## src/rtl/mod_add_pkg.sv

```systemverilog
`default_nettype none

package mod_add_pkg;

    // datapath widths
    // one kyber coefficient is half of the operand word
    localparam int coef_w = 12;
    localparam int word_w = 24;

    // moduli
    // sized so a leading zero gives the borrow bit directly
    localparam logic [coef_w-1:0] kyber_q = 12'd3329;
    localparam logic [word_w-1:0] dil_q   = 24'd8380417;

    // single coefficients
    typedef logic [coef_w-1:0] coef_t;
    typedef logic [word_w-1:0] dcoef_t;

    // operation select
    // mode_d_alt behaves exactly like mode_d_add
    typedef enum logic [1:0] {
        mode_k_bfly  = 2'd0,
        mode_k_cross = 2'd1,
        mode_d_add   = 2'd2,
        mode_d_alt   = 2'd3
    } add_mode_e;

    // two kyber coefficients packed in one word
    // hi sits in the upper 12 bits
    typedef struct packed {
        coef_t hi;
        coef_t lo;
    } kyber_pair_t;

    // one 24-bit word seen as kyber pair or as dilithium coefficient
    typedef union packed {
        kyber_pair_t kyber;
        dcoef_t      dil;
    } op_word_u;

    // request beat
    // b unused in butterfly mode
    typedef struct packed {
        add_mode_e mode;
        op_word_u  a;
        op_word_u  b;
    } add_req_t;

    // result beat
    typedef op_word_u add_rsp_t;

endpackage

`default_nettype wire

```

## src/rtl/dilithium_add.sv

```systemverilog
`timescale 1ns/100ps
`default_nettype none

module dilithium_add (
    input  mod_add_pkg::dcoef_t a,
    input  mod_add_pkg::dcoef_t b,
    output mod_add_pkg::dcoef_t d_sum
);

    // low half with its carry out
    logic                  lo_c;
    mod_add_pkg::coef_t    lo_s;

    // high half plus low carry
    logic [mod_add_pkg::coef_w:0] hi_s;

    // full 25-bit sum
    logic [mod_add_pkg::word_w:0] sum;

    // trial subtract with an extra borrow bit
    logic [mod_add_pkg::word_w+1:0] trial;
    logic                           keep_red;

    // carry chain split at 12 bits
    assign {lo_c, lo_s} = {1'b0, a[mod_add_pkg::coef_w-1:0]}
                        + {1'b0, b[mod_add_pkg::coef_w-1:0]};

    // upper halves take the low carry in
    assign hi_s = {1'b0, a[mod_add_pkg::word_w-1:mod_add_pkg::coef_w]}
                + {1'b0, b[mod_add_pkg::word_w-1:mod_add_pkg::coef_w]}
                + {{mod_add_pkg::coef_w{1'b0}}, lo_c};

    // join the halves
    assign sum = {hi_s, lo_s};

    // sum minus q
    assign trial = {1'b0, sum} - {2'b00, mod_add_pkg::dil_q};

    // reduce when the trial did not borrow
    assign keep_red = ~trial[mod_add_pkg::word_w+1];

    // in-range operands need at most one subtract of q
    assign d_sum = keep_red ? trial[mod_add_pkg::word_w-1:0]
                            : sum[mod_add_pkg::word_w-1:0];

endmodule

`default_nettype wire

```

## src/rtl/kyber_lane_pair.sv

```systemverilog
`timescale 1ns/100ps
`default_nettype none

module kyber_lane_pair (
    input  mod_add_pkg::add_req_t s1_req,
    output mod_add_pkg::add_rsp_t k_rsp
);

    // cross mode steers operands and result halves
    logic cross_sel;

    // adder lane operands
    mod_add_pkg::coef_t add_x;
    mod_add_pkg::coef_t add_y;
    // subtractor lane operands
    mod_add_pkg::coef_t sub_x;
    mod_add_pkg::coef_t sub_y;

    // adder lane internals
    logic               add_c;
    mod_add_pkg::coef_t add_s;
    logic               add_b;
    mod_add_pkg::coef_t add_d;
    logic               add_keep;
    mod_add_pkg::coef_t add_r;

    // subtractor lane internals
    logic               sub_b;
    mod_add_pkg::coef_t sub_s;
    mod_add_pkg::coef_t sub_r;

    assign cross_sel = (s1_req.mode == mod_add_pkg::mode_k_cross);

    // operand steering
    always_comb begin
        if (cross_sel) begin
            // low halves added
            add_x = s1_req.a.kyber.lo;
            add_y = s1_req.b.kyber.lo;
            // high halves b minus a
            sub_x = s1_req.b.kyber.hi;
            sub_y = s1_req.a.kyber.hi;
        end else begin
            // butterfly on the two halves of a
            add_x = s1_req.a.kyber.hi;
            add_y = s1_req.a.kyber.lo;
            sub_x = s1_req.a.kyber.hi;
            sub_y = s1_req.a.kyber.lo;
        end
    end

    // 13-bit sum then trial subtract of q
    assign {add_c, add_s} = {1'b0, add_x} + {1'b0, add_y};
    assign {add_b, add_d} = {1'b0, add_s} - {1'b0, mod_add_pkg::kyber_q};

    // sum below q only when no carry and the trial borrowed
    assign add_keep = ~(~add_c & add_b);
    assign add_r    = add_keep ? add_d : add_s;

    // difference wraps by adding q back on borrow
    assign {sub_b, sub_s} = {1'b0, sub_x} - {1'b0, sub_y};
    assign sub_r          = sub_s + (sub_b ? mod_add_pkg::kyber_q : '0);

    // result packing
    always_comb begin
        if (cross_sel) begin
            // subtract lands in the hi half
            k_rsp.kyber.hi = sub_r;
            k_rsp.kyber.lo = add_r;
        end else begin
            k_rsp.kyber.hi = add_r;
            k_rsp.kyber.lo = sub_r;
        end
    end

endmodule

`default_nettype wire

```

## src/rtl/mod_add_pipe.sv

```systemverilog
`timescale 1ns/100ps
`default_nettype none

module mod_add_pipe (
    input  logic                  clk,
    input  logic                  rst_n,
    input  mod_add_pkg::add_req_t req,
    input  logic                  req_valid,
    output logic                  req_ready,
    output mod_add_pkg::add_req_t s1_req,
    input  mod_add_pkg::add_rsp_t k_rsp,
    input  mod_add_pkg::dcoef_t   d_sum,
    output mod_add_pkg::add_rsp_t rsp,
    output logic                  rsp_valid,
    input  logic                  rsp_ready
);

    // stage 1 occupancy
    logic s1_valid;

    // stage 2 can take a new beat this edge
    logic s2_free;
    // stage 1 content moves into stage 2
    logic s1_move;
    // request handshake this edge
    logic req_take;

    // result chosen by the stage 1 mode
    mod_add_pkg::add_rsp_t sel_rsp;

    // stage 2 empties or drains on this edge
    assign s2_free = ~rsp_valid | rsp_ready;
    assign s1_move = s1_valid & s2_free;

    // room when stage 1 is empty or leaving
    assign req_ready = ~s1_valid | s2_free;
    assign req_take  = req_valid & req_ready;

    // stage 1 request register
    always_ff @(posedge clk or negedge rst_n) begin
        if (!rst_n) begin
            s1_valid <= 1'b0;
            s1_req   <= '0;
        end else begin
            if (req_take) begin
                s1_valid <= 1'b1;
                s1_req   <= req;
            end else if (s1_move) begin
                // drained without refill
                s1_valid <= 1'b0;
            end
        end
    end

    // result select
    always_comb begin
        sel_rsp = k_rsp;
        case (s1_req.mode)
            // both dilithium codes take the 24-bit sum
            mod_add_pkg::mode_d_add,
            mod_add_pkg::mode_d_alt: begin
                sel_rsp.dil = d_sum;
            end
            default: begin
                sel_rsp = k_rsp;
            end
        endcase
    end

    // stage 2 result register
    // holds while rsp_valid is high and rsp_ready low
    always_ff @(posedge clk or negedge rst_n) begin
        if (!rst_n) begin
            rsp_valid <= 1'b0;
            rsp       <= '0;
        end else if (s2_free) begin
            rsp_valid <= s1_valid;
            if (s1_move) begin
                rsp <= sel_rsp;
            end
        end
    end

endmodule

`default_nettype wire

```

## src/rtl/mod_adder.sv

```systemverilog
`timescale 1ns/100ps
`default_nettype none

module mod_adder (
    input  logic                  clk,
    input  logic                  rst_n,
    input  mod_add_pkg::add_req_t req,
    input  logic                  req_valid,
    output logic                  req_ready,
    output mod_add_pkg::add_rsp_t rsp,
    output logic                  rsp_valid,
    input  logic                  rsp_ready
);

    // stage 1 request toward both units
    mod_add_pkg::add_req_t s1_req;

    // kyber lane pair result
    mod_add_pkg::add_rsp_t k_rsp;

    // dilithium reduced sum
    mod_add_pkg::dcoef_t   d_sum;

    // handshake and both pipeline stages
    mod_add_pipe u_pipe (
        .clk       (clk),
        .rst_n     (rst_n),
        .req       (req),
        .req_valid (req_valid),
        .req_ready (req_ready),
        .s1_req    (s1_req),
        .k_rsp     (k_rsp),
        .d_sum     (d_sum),
        .rsp       (rsp),
        .rsp_valid (rsp_valid),
        .rsp_ready (rsp_ready)
    );

    // 12-bit add and subtract lanes
    kyber_lane_pair u_kyber (
        .s1_req (s1_req),
        .k_rsp  (k_rsp)
    );

    // 24-bit add on the dil views
    dilithium_add u_dil (
        .a     (s1_req.a.dil),
        .b     (s1_req.b.dil),
        .d_sum (d_sum)
    );

endmodule

`default_nettype wire

```

## config.mk

```make
export PLATFORM = sky130hd
export DESIGN_NAME = mod_adder
export DESIGN_NICKNAME = d
export VERILOG_FILES = /design/src/rtl/mod_add_pkg.sv /design/src/rtl/dilithium_add.sv /design/src/rtl/kyber_lane_pair.sv /design/src/rtl/mod_add_pipe.sv /design/src/rtl/mod_adder.sv
export SDC_FILE = /design/constraint.sdc
export NUM_CORES = 1
export LEC_CHECK = 0
export BUFFER_PORTS_ARGS = -buffer_cell sky130_fd_sc_hd__buf_2
export CAP_MARGIN = 20
export CORE_MARGIN = 2
export CORE_UTILIZATION = 55
export DETAILED_ROUTE_END_ITERATION = 8
export PLACE_DENSITY = 0.8
export REMOVE_ABC_BUFFERS = 1
export SLEW_MARGIN = 20
export SYNTH_ARGS = -nofsm -noshare
export SYNTH_HDL_FRONTEND = slang
export SYNTH_SLANG_ARGS = --single-unit
```

## constraint.sdc

```tcl
create_clock -name clk -period 5.4 [get_ports clk]
set_input_delay 1.62 -clock clk [delete_from_list [all_inputs] [get_ports clk]]
set_output_delay 1.62 -clock clk [all_outputs]
set_load 0.02 [all_outputs]
```

==> results of run 1 <==
[how the worst min path moves through the flow]
stage               slack (ns)       startpoint               end  cells past startpoint
global route              0.53   u_pipe.rsp[17]    u_pipe.rsp[17]                      2
CTS                       0.50   u_pipe.rsp[15]    u_pipe.rsp[15]                      2
floorplan                 0.47  u_pipe.s1_valid  u_pipe.rsp_valid                      1
finish                    0.49   u_pipe.rsp[15]    u_pipe.rsp[15]                      2
detailed placement        0.48   u_pipe.rsp[15]    u_pipe.rsp[15]                      2
global placement          0.48   u_pipe.rsp[16]    u_pipe.rsp[16]                      2
[final cells by class]
type | instances | area, sq um | area share (%)
inverter | 29 | 109 | 1.30
timing repair buffer | 100 | 572 | 6.85
multi-input combinational | 729 | 5230 | 62.6
clock buffer | 9 | 225 | 2.70
clock inverter | 7 | 91.3 | 1.09
sequential | 76 | 1900 | 22.8
tap | 176 | 220 | 2.64
[per-layer routing]
layer  part of all wire (%)  routed length (um)  vias to the layer above  track usage (%)
met2                     44                9160                      300             46.0
met1                     45                9430                     3269             41.6
met5                      0                   0                        -                0
met3                    5.8                1210                       57             3.23
met4                    5.0                1040                        0             16.2
li1                       -                   -                     3335                -
[flip-flops by register name, indices dropped and copies added (netlist names)]
signal and flops:
u_pipe.s1_valid 1, u_pipe.rsp 24, u_pipe.s1_req 50, u_pipe.rsp_valid 1
[layout by cell type (no fill, tap or decap), types with 4 or more instances in the layout]
master and instances:
nor2_1 70, inv_1 29, nand4b_1 6, o22ai_1 7, a211oi_1 11, a31oi_1 9, o31a_1 5, o211ai_1 10
o2111ai_1 6, a21o_1 9, buf_2 78, xor2_1 24, o221ai_1 4, ha_1 53, fa_1 5, buf_4 20
o21ai_0 31, clkbuf_16 9, nand2_1 138, o31ai_1 5, nor3_1 17, a211o_1 6, nor2b_1 9, nand3_1 15
xnor2_1 34, nand2b_1 10, o21ai_1 8, mux2_2 50, and3_1 10, mux2i_1 16, dfrtp_1 75, a21boi_0 8
a222oi_1 4, o21a_1 10, or2_2 5, a221oi_1 6, a21oi_1 42, nor4_1 6
[stage by stage]
stage          util (%)  hold slack, ns
6_report           63.6           0.492
5_1_grt            63.6           0.528
4_1_cts            63.1           0.499
3_5_place_dp       60.7           0.484
3_3_place_gp       60.7           0.481
2_1_floorplan         -           0.471
[what timing repair did]
item                                   CTS  global route
resized for setup                        0             1
endpoints found under the hold margin    0             0
setup endpoints to repair                0            18
setup buffers                            0             5
[critical path, delay by kind of cell (launching register included)]
family                     cells  cell delay (ns)
adders and majority gates      4             1.48
buffers and inverters          3             0.39
xor gates and xnor gates       2             0.44
and+or+nand+nor                5             0.94
DFF                            1             0.41
AOI/OAI and AO/OA              9             1.39
[cell families after synthesis]
family	Yosys count	synth area share, %
AOI/OAI and AO/OA	220	22.1
xor gates and xnor gates	59	7.12
adders and majority gates	58	10.4
buffers and inverters	60	3.36
DFF	76	25.8
muxes	66	9.81
and+or+nand+nor	326	21.5
[power groups by stage]
| stage | Sequential [W] | Clock [W] | Combinational [W] |
|---|---|---|---|
| finish | 0.000835 | 0.000651 | 0.00314 |
| floorplan | 0.000922 | 0 | 0.00212 |
| detailed placement | 0.000843 | 0 | 0.00301 |
| global route | 0.000851 | 0.000684 | 0.00340 |
| CTS | 0.000832 | 0.000660 | 0.00303 |
| global placement | 0.000837 | 0 | 0.00298 |
==> flow_metrics.env, run 1 <==
export IMPL_swShare_pct=48.9
export IMPL_ios=80
export IMPL_ys_warn_count=0
export IMPL_fin_cells=1126
export IMPL_required_ns=5.60
export IMPL_hpwl_um=16400
export IMPL_die_y_um=120
export IMPL_p_int_w=0.00236
export IMPL_fin_crit_sh_pct=95.7
export IMPL_setup_viol=0
export IMPL_antenna_found_initial=0
export IMPL_critPathCaptureType="flop"
export IMPL_crit_type="reg2reg"
export IMPL_cts_tree="built"
export IMPL_grt_pass1_wl_um=33500
export IMPL_final_nets=1057
export IMPL_synth_edff_count=0
export IMPL_static_leakage_power_nw=3.77
export IMPL_cts_buffers=9
export IMPL_drive_gt1_share_pct=21.8
export IMPL_fmax_mhz=193
export IMPL_core_sq_um=13100
export IMPL_crit_chain="ha_1 > inv_1 > fa_1 > nor2b_1 > o2111ai_1 > nand3b_1 > a21o_1 > a21o_1 > a21oi_1 > fa_1 > fa_1 > and2b_1 > o211ai_4 > a21oi_1 > xnor2_1 > nor2_1 > a41oi_2 > a41oi_4 > buf_12 > buf_4 > and2b_1 > xnor2_1 > o21ai_0"
export IMPL_rows=42
export IMPL_tightestPinTransition_ns=0.891
export IMPL_synth_distinct_cells=89
export IMPL_tns_ns=0
export IMPL_drt_wl_total_um=20800
export IMPL_yosys_top_cells_count="nand2_1 (139), dfrtp_1 (76), nor2_1 (70)"
export IMPL_cts_buffer_depth=2
export IMPL_drt_initial_drc_count=801
export IMPL_detailedPlace_worstSlack_ns=0.144
export IMPL_reg2reg_setup_slack_ns=0.23
export IMPL_cts_sinks=76
export IMPL_clkTransAtPathRegs_ns=0.06
export IMPL_cap_violations=0
export IMPL_post_drt_wl_per_cell_um=18.5
export IMPL_maxSlewHeadroom_pct=40.4
export IMPL_peakVddDrop_mv=0.214
export IMPL_fillers=1155
export IMPL_grt_max_degree=77
export IMPL_overflow=0
export IMPL_portBuffers=79
export IMPL_syn_to_final_growth_pct=13.3
export IMPL_power_frac_comb_pct=67.8
export IMPL_fin_ws_ns=0.230
export IMPL_start_util_pct=56.1
export IMPL_cp_slowest_stage_delay_ns=0.44
export IMPL_dieArea_sq_um=14300
export IMPL_yosysTopAreaCellShare_pct=25.8
export IMPL_synthCells=865
export IMPL_power_w=0.00462
export IMPL_synth_seq_cells=76
export IMPL_ff2ff_path_depth=23
export IMPL_grt_pass1_vias=6370
export IMPL_placed_area_sq_um=7980
export IMPL_die_width_um=120
export IMPL_insertion_delay_ns=0.35
export IMPL_hold_violations=0
export IMPL_grt_util_all_layers_pct=30.0
export IMPL_skew_ns=0.00882
export IMPL_drt_first_pass_iters=6
export IMPL_startpoint="u_pipe.s1_req[24]"
export IMPL_ys_async_sr_fraction_pct=100
export IMPL_synth_ff_type="dfrtp_1"
export IMPL_ys_seq_area_share_pct=25.8
export IMPL_h_tree_depth=3
export IMPL_drcViolationCount=0
export IMPL_gp_congestion=0.994
export IMPL_yosysMostFrequentCell="nand2_1"
export IMPL_drv_slew=0
export IMPL_p_sw_w=0.00226
export IMPL_cp_start_kind="flop"
export IMPL_dp_cells=1105
export IMPL_cp_max_fo=15
export IMPL_period_needed_ns=5.17
export IMPL_path_common_cell="fa_1"
export IMPL_status="finished, final reports clean"
export IMPL_via_count=6961
export IMPL_ys_top_cells_by_area="dfrtp_1 (26%), ha_1 (9.0%), mux2_2 (7.6%)"
export IMPL_synth_top_cell_by_area="dfrtp_1"
export IMPL_power_density_nw_per_um2=554
export IMPL_antenna_diode_count=0
export IMPL_crit_path_top_delay_cell="fa_1"
export IMPL_design_area_sq_um=8350
export IMPL_syn_avg_cell_area_sq_um=8.52
export IMPL_arrival_ns=5.37
export IMPL_p_seq_share_pct=18.1
export IMPL_r2r_end="u_pipe.rsp[5]"
export IMPL_via_per_inst=6.18
export IMPL_r2r_start="u_pipe.s1_req[24]"
export IMPL_clockPowerShare_pct=14.1
export IMPL_root_buffer="clkbuf_16"
export IMPL_hold_path_class="reg2reg"
export IMPL_hold_buffers=0
export IMPL_crit_end="u_pipe.rsp[5]"
export IMPL_netlist_area_sq_um=7370
export IMPL_detail_route_antenna_nets=0
Power figures use the tool's default switching activity.
==> run 2, diff against run 1 <==
- CORE_UTILIZATION: 55 -> 45
- PLACE_DENSITY: 0.8 -> 0.69
==> run 2 against run 1 <==
Utilization decreased by 11 points. First-iteration DRC count decreased by 26%. Clock skew about the same. Register-to-register slack improved by 0.15 ns. Clock-buffer cell count unchanged. Combinational power about the same. Largest power group unchanged.
==> flow_metrics.env, run 2 (synthesis results as in run 1) <==
export IMPL_dieArea_sq_um=17400
export IMPL_path_depth=22
export IMPL_syn_to_final_growth_pct=14.1
export IMPL_insertion_delay_ns=0.35
export IMPL_required_ns=5.68
export IMPL_grt_pass1_vias=6433
export IMPL_hold_path_class="reg2reg"
export IMPL_fin_ws_ns=0.377
export IMPL_grt_util_all_layers_pct=24.9
export IMPL_cts_buffers=9
export IMPL_drt_initial_drc_count=595
export IMPL_path_buf_inv=2
export IMPL_detailedPlace_worstSlack_ns=0.174
export IMPL_ff2ff_path_depth=22
export IMPL_finish_utilization_pct=52.7
export IMPL_fin_cells=1167
export IMPL_static_leakage_power_nw=3.77
export IMPL_arrival_ns=5.30
export IMPL_top_register="u_pipe.s1_req"
export IMPL_cts_buffer_depth=2
export IMPL_detail_route_antenna_nets=0
export IMPL_r2r_end="u_pipe.rsp[14]"
export IMPL_maxSlewHeadroom_pct=47.7
export IMPL_crit_chain="ha_1 > inv_1 > fa_2 > nor2b_1 > o2111ai_1 > nand3b_1 > a21o_1 > a21o_1 > a21oi_1 > fa_1 > fa_1 > and2b_1 > o21ai_0 > xnor2_2 > nand4b_1 > nor2_1 > buf_4 > nand4_4 > a31oi_4 > nor2_2 > or4_1 > a31oi_1"
export IMPL_root_buffer="clkbuf_16"
export IMPL_fmax_mhz=199
export IMPL_largest_reg_flops=50
export IMPL_dp_cells=1146
export IMPL_drv_slew=0
export IMPL_antenna_diode_count=0
export IMPL_tns_ns=0
export IMPL_reg2reg_setup_slack_ns=0.38
export IMPL_grt_max_degree=77
export IMPL_drive_gt1_share_pct=22.2
export IMPL_min_delay_start="u_pipe.rsp[16]"
export IMPL_cp_start_kind="flop"
export IMPL_peakVddDrop_mv=0.249
export IMPL_die_y_um=132
export IMPL_grt_pass1_wl_um=34300
export IMPL_rows=46
export IMPL_drcViolationCount=0
export IMPL_post_drt_wl_per_cell_um=18.3
export IMPL_tightestPinTransition_ns=0.779
export IMPL_drt_wl_total_um=21400
export IMPL_hold_buffers=0
export IMPL_crit_path_top_delay_cell="or4_1"
export IMPL_status="finished, final reports clean"
export IMPL_crit_end="u_pipe.rsp[14]"
export IMPL_clkTransAtPathRegs_ns=0.07
export IMPL_hpwl_um=16900
export IMPL_antenna_found_initial=0
export IMPL_die_width_um=132
export IMPL_crit_family="simple AND/OR/NAND/NOR gates"
export IMPL_via_per_inst=5.96
export IMPL_skew_ns=0.00896
export IMPL_cp_max_fo=5
export IMPL_setup_viol=0
export IMPL_via_count=6951
export IMPL_power_w=0.00461
export IMPL_overflow=0
export IMPL_layout_common_cells="nand2_1 (138), buf_2 (78), dfrtp_1 (75)"
export IMPL_period_needed_ns=5.02
export IMPL_gp_congestion=0.963
export IMPL_reg_largest_list="u_pipe.s1_req (50), u_pipe.rsp (24)"
export IMPL_start_util_pct=46.2
export IMPL_critPathCaptureType="flop"
export IMPL_core_sq_um=15900
export IMPL_cts_tree="built"
export IMPL_ios=80
export IMPL_cap_violations=0
export IMPL_h_tree_depth=3
export IMPL_portBuffers=79
export IMPL_cp_slowest_stage_delay_ns=0.50
export IMPL_fillers=1522
export IMPL_fin_crit_sh_pct=93.0
export IMPL_hold_violations=0
export IMPL_drt_first_pass_iters=9
export IMPL_crit_type="reg2reg"
export IMPL_startpoint="u_pipe.s1_req[24]"
export IMPL_cts_sinks=76
export IMPL_power_density_nw_per_um2=549
export IMPL_final_nets=1058
export IMPL_final_common_cell="nand2_1"
export IMPL_r2r_start="u_pipe.s1_req[24]"
-- run 2: changes by cell type in the layout (fill, tap and decap cells not counted) --
cell	before	now
a31oi_1	9	8
a31oi_2	2	3
buf_4	20	21
bufinv_16	2	1
clkinv_2	3	2
clkinv_4	1	2
fa_1	5	4
fa_2	0	1
inv_8	0	1
nand2_2	1	0
nand2_4	0	1
nor2_1	70	69
nor2_2	1	2
-- run 2: final cells by class --
type | instances | area (sq um) | area share [%]
Timing Repair Buffer | 101 | 579 | 6.89
Multi-Input combinational cell | 729 | 5250 | 62.4
Clock buffer | 9 | 225 | 2.68
Sequential cell | 76 | 1900 | 22.6
Inverter | 29 | 109 | 1.29
Clock inverter | 7 | 76.3 | 0.908
Tap cell | 216 | 270 | 3.21
-- run 2: metrics by stage --
stage                     area [sq um]  hold slack [ns]
after global placement            8040            0.482
after CTS                         8340            0.500
final                             8410            0.497
after global routing              8410            0.534
after detailed placement          8040            0.483
after floorplan                   7230            0.471
-- run 2: worst min-delay path, stage by stage, from the launching register on --
cell	delay [ns]
dfrtp_1	0.35
a21oi_1	0.06
o31ai_1	0.05
-- run 2: power breakdown --
part	leakage, nW	internal [W]	switching, W
registers	0.888	0.000716	0.000122
clock network	0.147	0.000361	0.000269
logic	2.74	0.00125	0.00190
-- run 2: repair_timing --
item                       4_1_cts  5_1_grt
gates resized for setup          0        4
setup endpoints to repair        0       20
setup buffers                    0        5
-- run 2: metal layers --
layer	part of all wire [%]	wire [um]	track usage [%]
met1	47	10000	36.2
met2	43	9180	37.1
met3	7.1	1530	3.84
met4	3.2	683	9.24
met5	0	0	0
-- run 2: worst min path at each step --
stage,endpoint,slack (ns),depth (start not counted)
floorplan,u_pipe.rsp_valid,0.47,1
global placement,u_pipe.rsp[16],0.48,2
detailed placement,u_pipe.rsp[15],0.48,2
CTS,u_pipe.rsp[16],0.50,2
global route,u_pipe.rsp[16],0.53,2
finish,u_pipe.rsp[16],0.50,2
==> run 3, diff against run 2 <==
- PLACE_DENSITY: 0.69 -> 0.67
==> run 3 against run 2 <==
Cell count up 0.26%. Register-to-register slack lost 0.11 ns. Critical path depth up 1. Non-clock buffer count increased by 3. Clock skew is 0.00058 ns lower. Combinational power about the same. Largest cell class unchanged. Largest power group unchanged.
==> flow_metrics.env, run 3 (synthesis results as in run 1) <==
export IMPL_peakVddDrop_mv=0.266
export IMPL_fin_crit_sh_pct=95.0
export IMPL_reg_largest_list="u_pipe.s1_req (50), u_pipe.rsp (24)"
export IMPL_insertion_delay_ns=0.36
export IMPL_cts_buffer_depth=2
export IMPL_dieArea_sq_um=17400
export IMPL_arrival_ns=5.34
export IMPL_path_common_cell="fa_1"
export IMPL_ios=80
export IMPL_antenna_found_initial=0
export IMPL_status="finished, final reports clean"
export IMPL_period_needed_ns=5.13
export IMPL_clkTransAtPathRegs_ns=0.07
export IMPL_tightestPinTransition_ns=0.807
export IMPL_cap_violations=0
export IMPL_via_per_inst=5.88
export IMPL_core_sq_um=15900
export IMPL_h_tree_depth=3
export IMPL_tns_ns=0
export IMPL_crit_chain="ha_1 > inv_1 > fa_1 > nor2b_2 > o2111ai_1 > nand3b_1 > a21o_1 > a21o_1 > a21oi_1 > fa_1 > fa_1 > and2b_1 > o211ai_4 > a21oi_1 > xnor2_1 > nor2_2 > a41oi_2 > a41oi_4 > buf_4 > buf_4 > a21oi_2 > nor3_1 > o31ai_1"
export IMPL_root_buffer="clkbuf_16"
export IMPL_fillers=1514
export IMPL_grt_pass1_wl_um=33600
export IMPL_final_common_cell="nand2_1"
export IMPL_cp_max_fo=5
export IMPL_largest_reg_flops=50
export IMPL_skew_ns=0.00838
export IMPL_rows=46
export IMPL_fmax_mhz=195
export IMPL_hpwl_um=17100
export IMPL_syn_to_final_growth_pct=14.6
export IMPL_critPathCaptureType="flop"
export IMPL_start_util_pct=46.2
export IMPL_maxSlewHeadroom_pct=46.1
export IMPL_hold_violations=0
export IMPL_gp_congestion=1.00
export IMPL_drv_slew=0
export IMPL_static_leakage_power_nw=3.79
export IMPL_cp_start_kind="flop"
export IMPL_post_drt_wl_per_cell_um=18.4
export IMPL_cts_sinks=76
export IMPL_drt_first_pass_iters=6
export IMPL_cts_tree="built"
export IMPL_die_width_um=132
export IMPL_die_y_um=132
export IMPL_hold_path_class="reg2reg"
export IMPL_cts_buffers=9
export IMPL_drt_initial_drc_count=706
export IMPL_portBuffers=79
export IMPL_grt_pass1_vias=6211
export IMPL_drive_gt1_share_pct=22.3
export IMPL_drt_wl_total_um=21500
export IMPL_top_register="u_pipe.s1_req"
export IMPL_layout_common_cells="nand2_1 (138), buf_2 (78), dfrtp_1 (76)"
export IMPL_via_count=6875
export IMPL_required_ns=5.61
export IMPL_fin_ws_ns=0.272
export IMPL_detail_route_antenna_nets=0
export IMPL_grt_max_degree=77
export IMPL_crit_path_top_delay_cell="fa_1"
export IMPL_overflow=0
export IMPL_drcViolationCount=0
export IMPL_crit_type="reg2reg"
export IMPL_power_density_nw_per_um2=553
export IMPL_final_nets=1061
export IMPL_detailedPlace_worstSlack_ns=0.152
export IMPL_grt_util_all_layers_pct=24.7
export IMPL_setup_viol=0
export IMPL_cp_slowest_stage_delay_ns=0.45
export IMPL_antenna_diode_count=0
==> run 3: area by class of cell <==
| type | instances | area (sq um) | area share (%) |
|---|---|---|---|
| flip-flops and latches | 76 | 1900 | 22.5 |
| well taps | 216 | 270 | 3.20 |
| inverters | 29 | 109 | 1.29 |
| repair buffers | 104 | 602 | 7.13 |
| clock inverters | 6 | 88.8 | 1.05 |
| multi-input cells | 729 | 5240 | 62.1 |
| clock buffers | 10 | 229 | 2.71 |
==> run 3: through the flow <==
step / cells / hold slack, ns / instance area (sq um) / total power (W) / utilization (%)
after floorplan: 834 / 0.471 / 7230 / 0.00304 / -
after global placement: 1149 / 0.482 / 8060 / 0.00387 / 50.5
after detailed placement: 1149 / 0.481 / 8060 / 0.00389 / 50.5
after CTS: 1165 / 0.495 / 8380 / 0.00457 / 52.5
after global routing: 1170 / 0.541 / 8440 / 0.00498 / 53.0
final: 1170 / 0.495 / 8440 / 0.00467 / 53.0
==> run 3: worst paths after layout <==
path | cells after the start | endpoint | start | slack [ns]
min in group asynchronous | 1 | u_pipe.s1_req[43] | rst_n | 1.30
setup reg to reg | 23 | u_pipe.rsp[18] | u_pipe.s1_req[24] | 0.27
hold reg to reg | 2 | u_pipe.rsp[16] | u_pipe.rsp[16] | 0.49
max in group asynchronous | 1 | u_pipe.s1_req[23] | rst_n | 3.61
hold / removal | 2 | u_pipe.rsp[16] | u_pipe.rsp[16] | 0.49
setup / recovery | 23 | u_pipe.rsp[18] | u_pipe.s1_req[24] | 0.27
==> run 3: report_power, final <==
| part | switching, W | total [W] | internal [W] |
|---|---|---|---|
| clock | 0.000260 | 0.000664 | 0.000405 |
| combinational | 0.00192 | 0.00317 | 0.00125 |
| sequential | 0.000123 | 0.000839 | 0.000716 |
==> run 3: worst max-delay path: cells and delay by family, from the launching register on <==
kind | cells | cell delay, ns
adder cells (fa/ha/maj) | 4 | 1.48
buffers and inverters | 3 | 0.35
flip-flops | 1 | 0.41
AO/OA/AOI/OAI | 10 | 1.51
AND/OR/NAND/NOR | 5 | 1.02
XOR/XNOR | 1 | 0.18
==> run 3: routing by layer <==
metal | GRT usage [%] | wire, um | up-vias
met5 | 0 | 0 | -
met1 | 35.0 | 10100 | 3213
li1 | - | - | 3335
met3 | 3.31 | 1410 | 51
met4 | 11.1 | 833 | 0
met2 | 37.3 | 9140 | 276
==> run 3: timing repair <==
action / in CTS / in global routing
gates resized for setup: 0 / 4
buffers inserted: 0 / 5
hold buffers: 0 / 0
setup endpoints to repair: 0 / 20
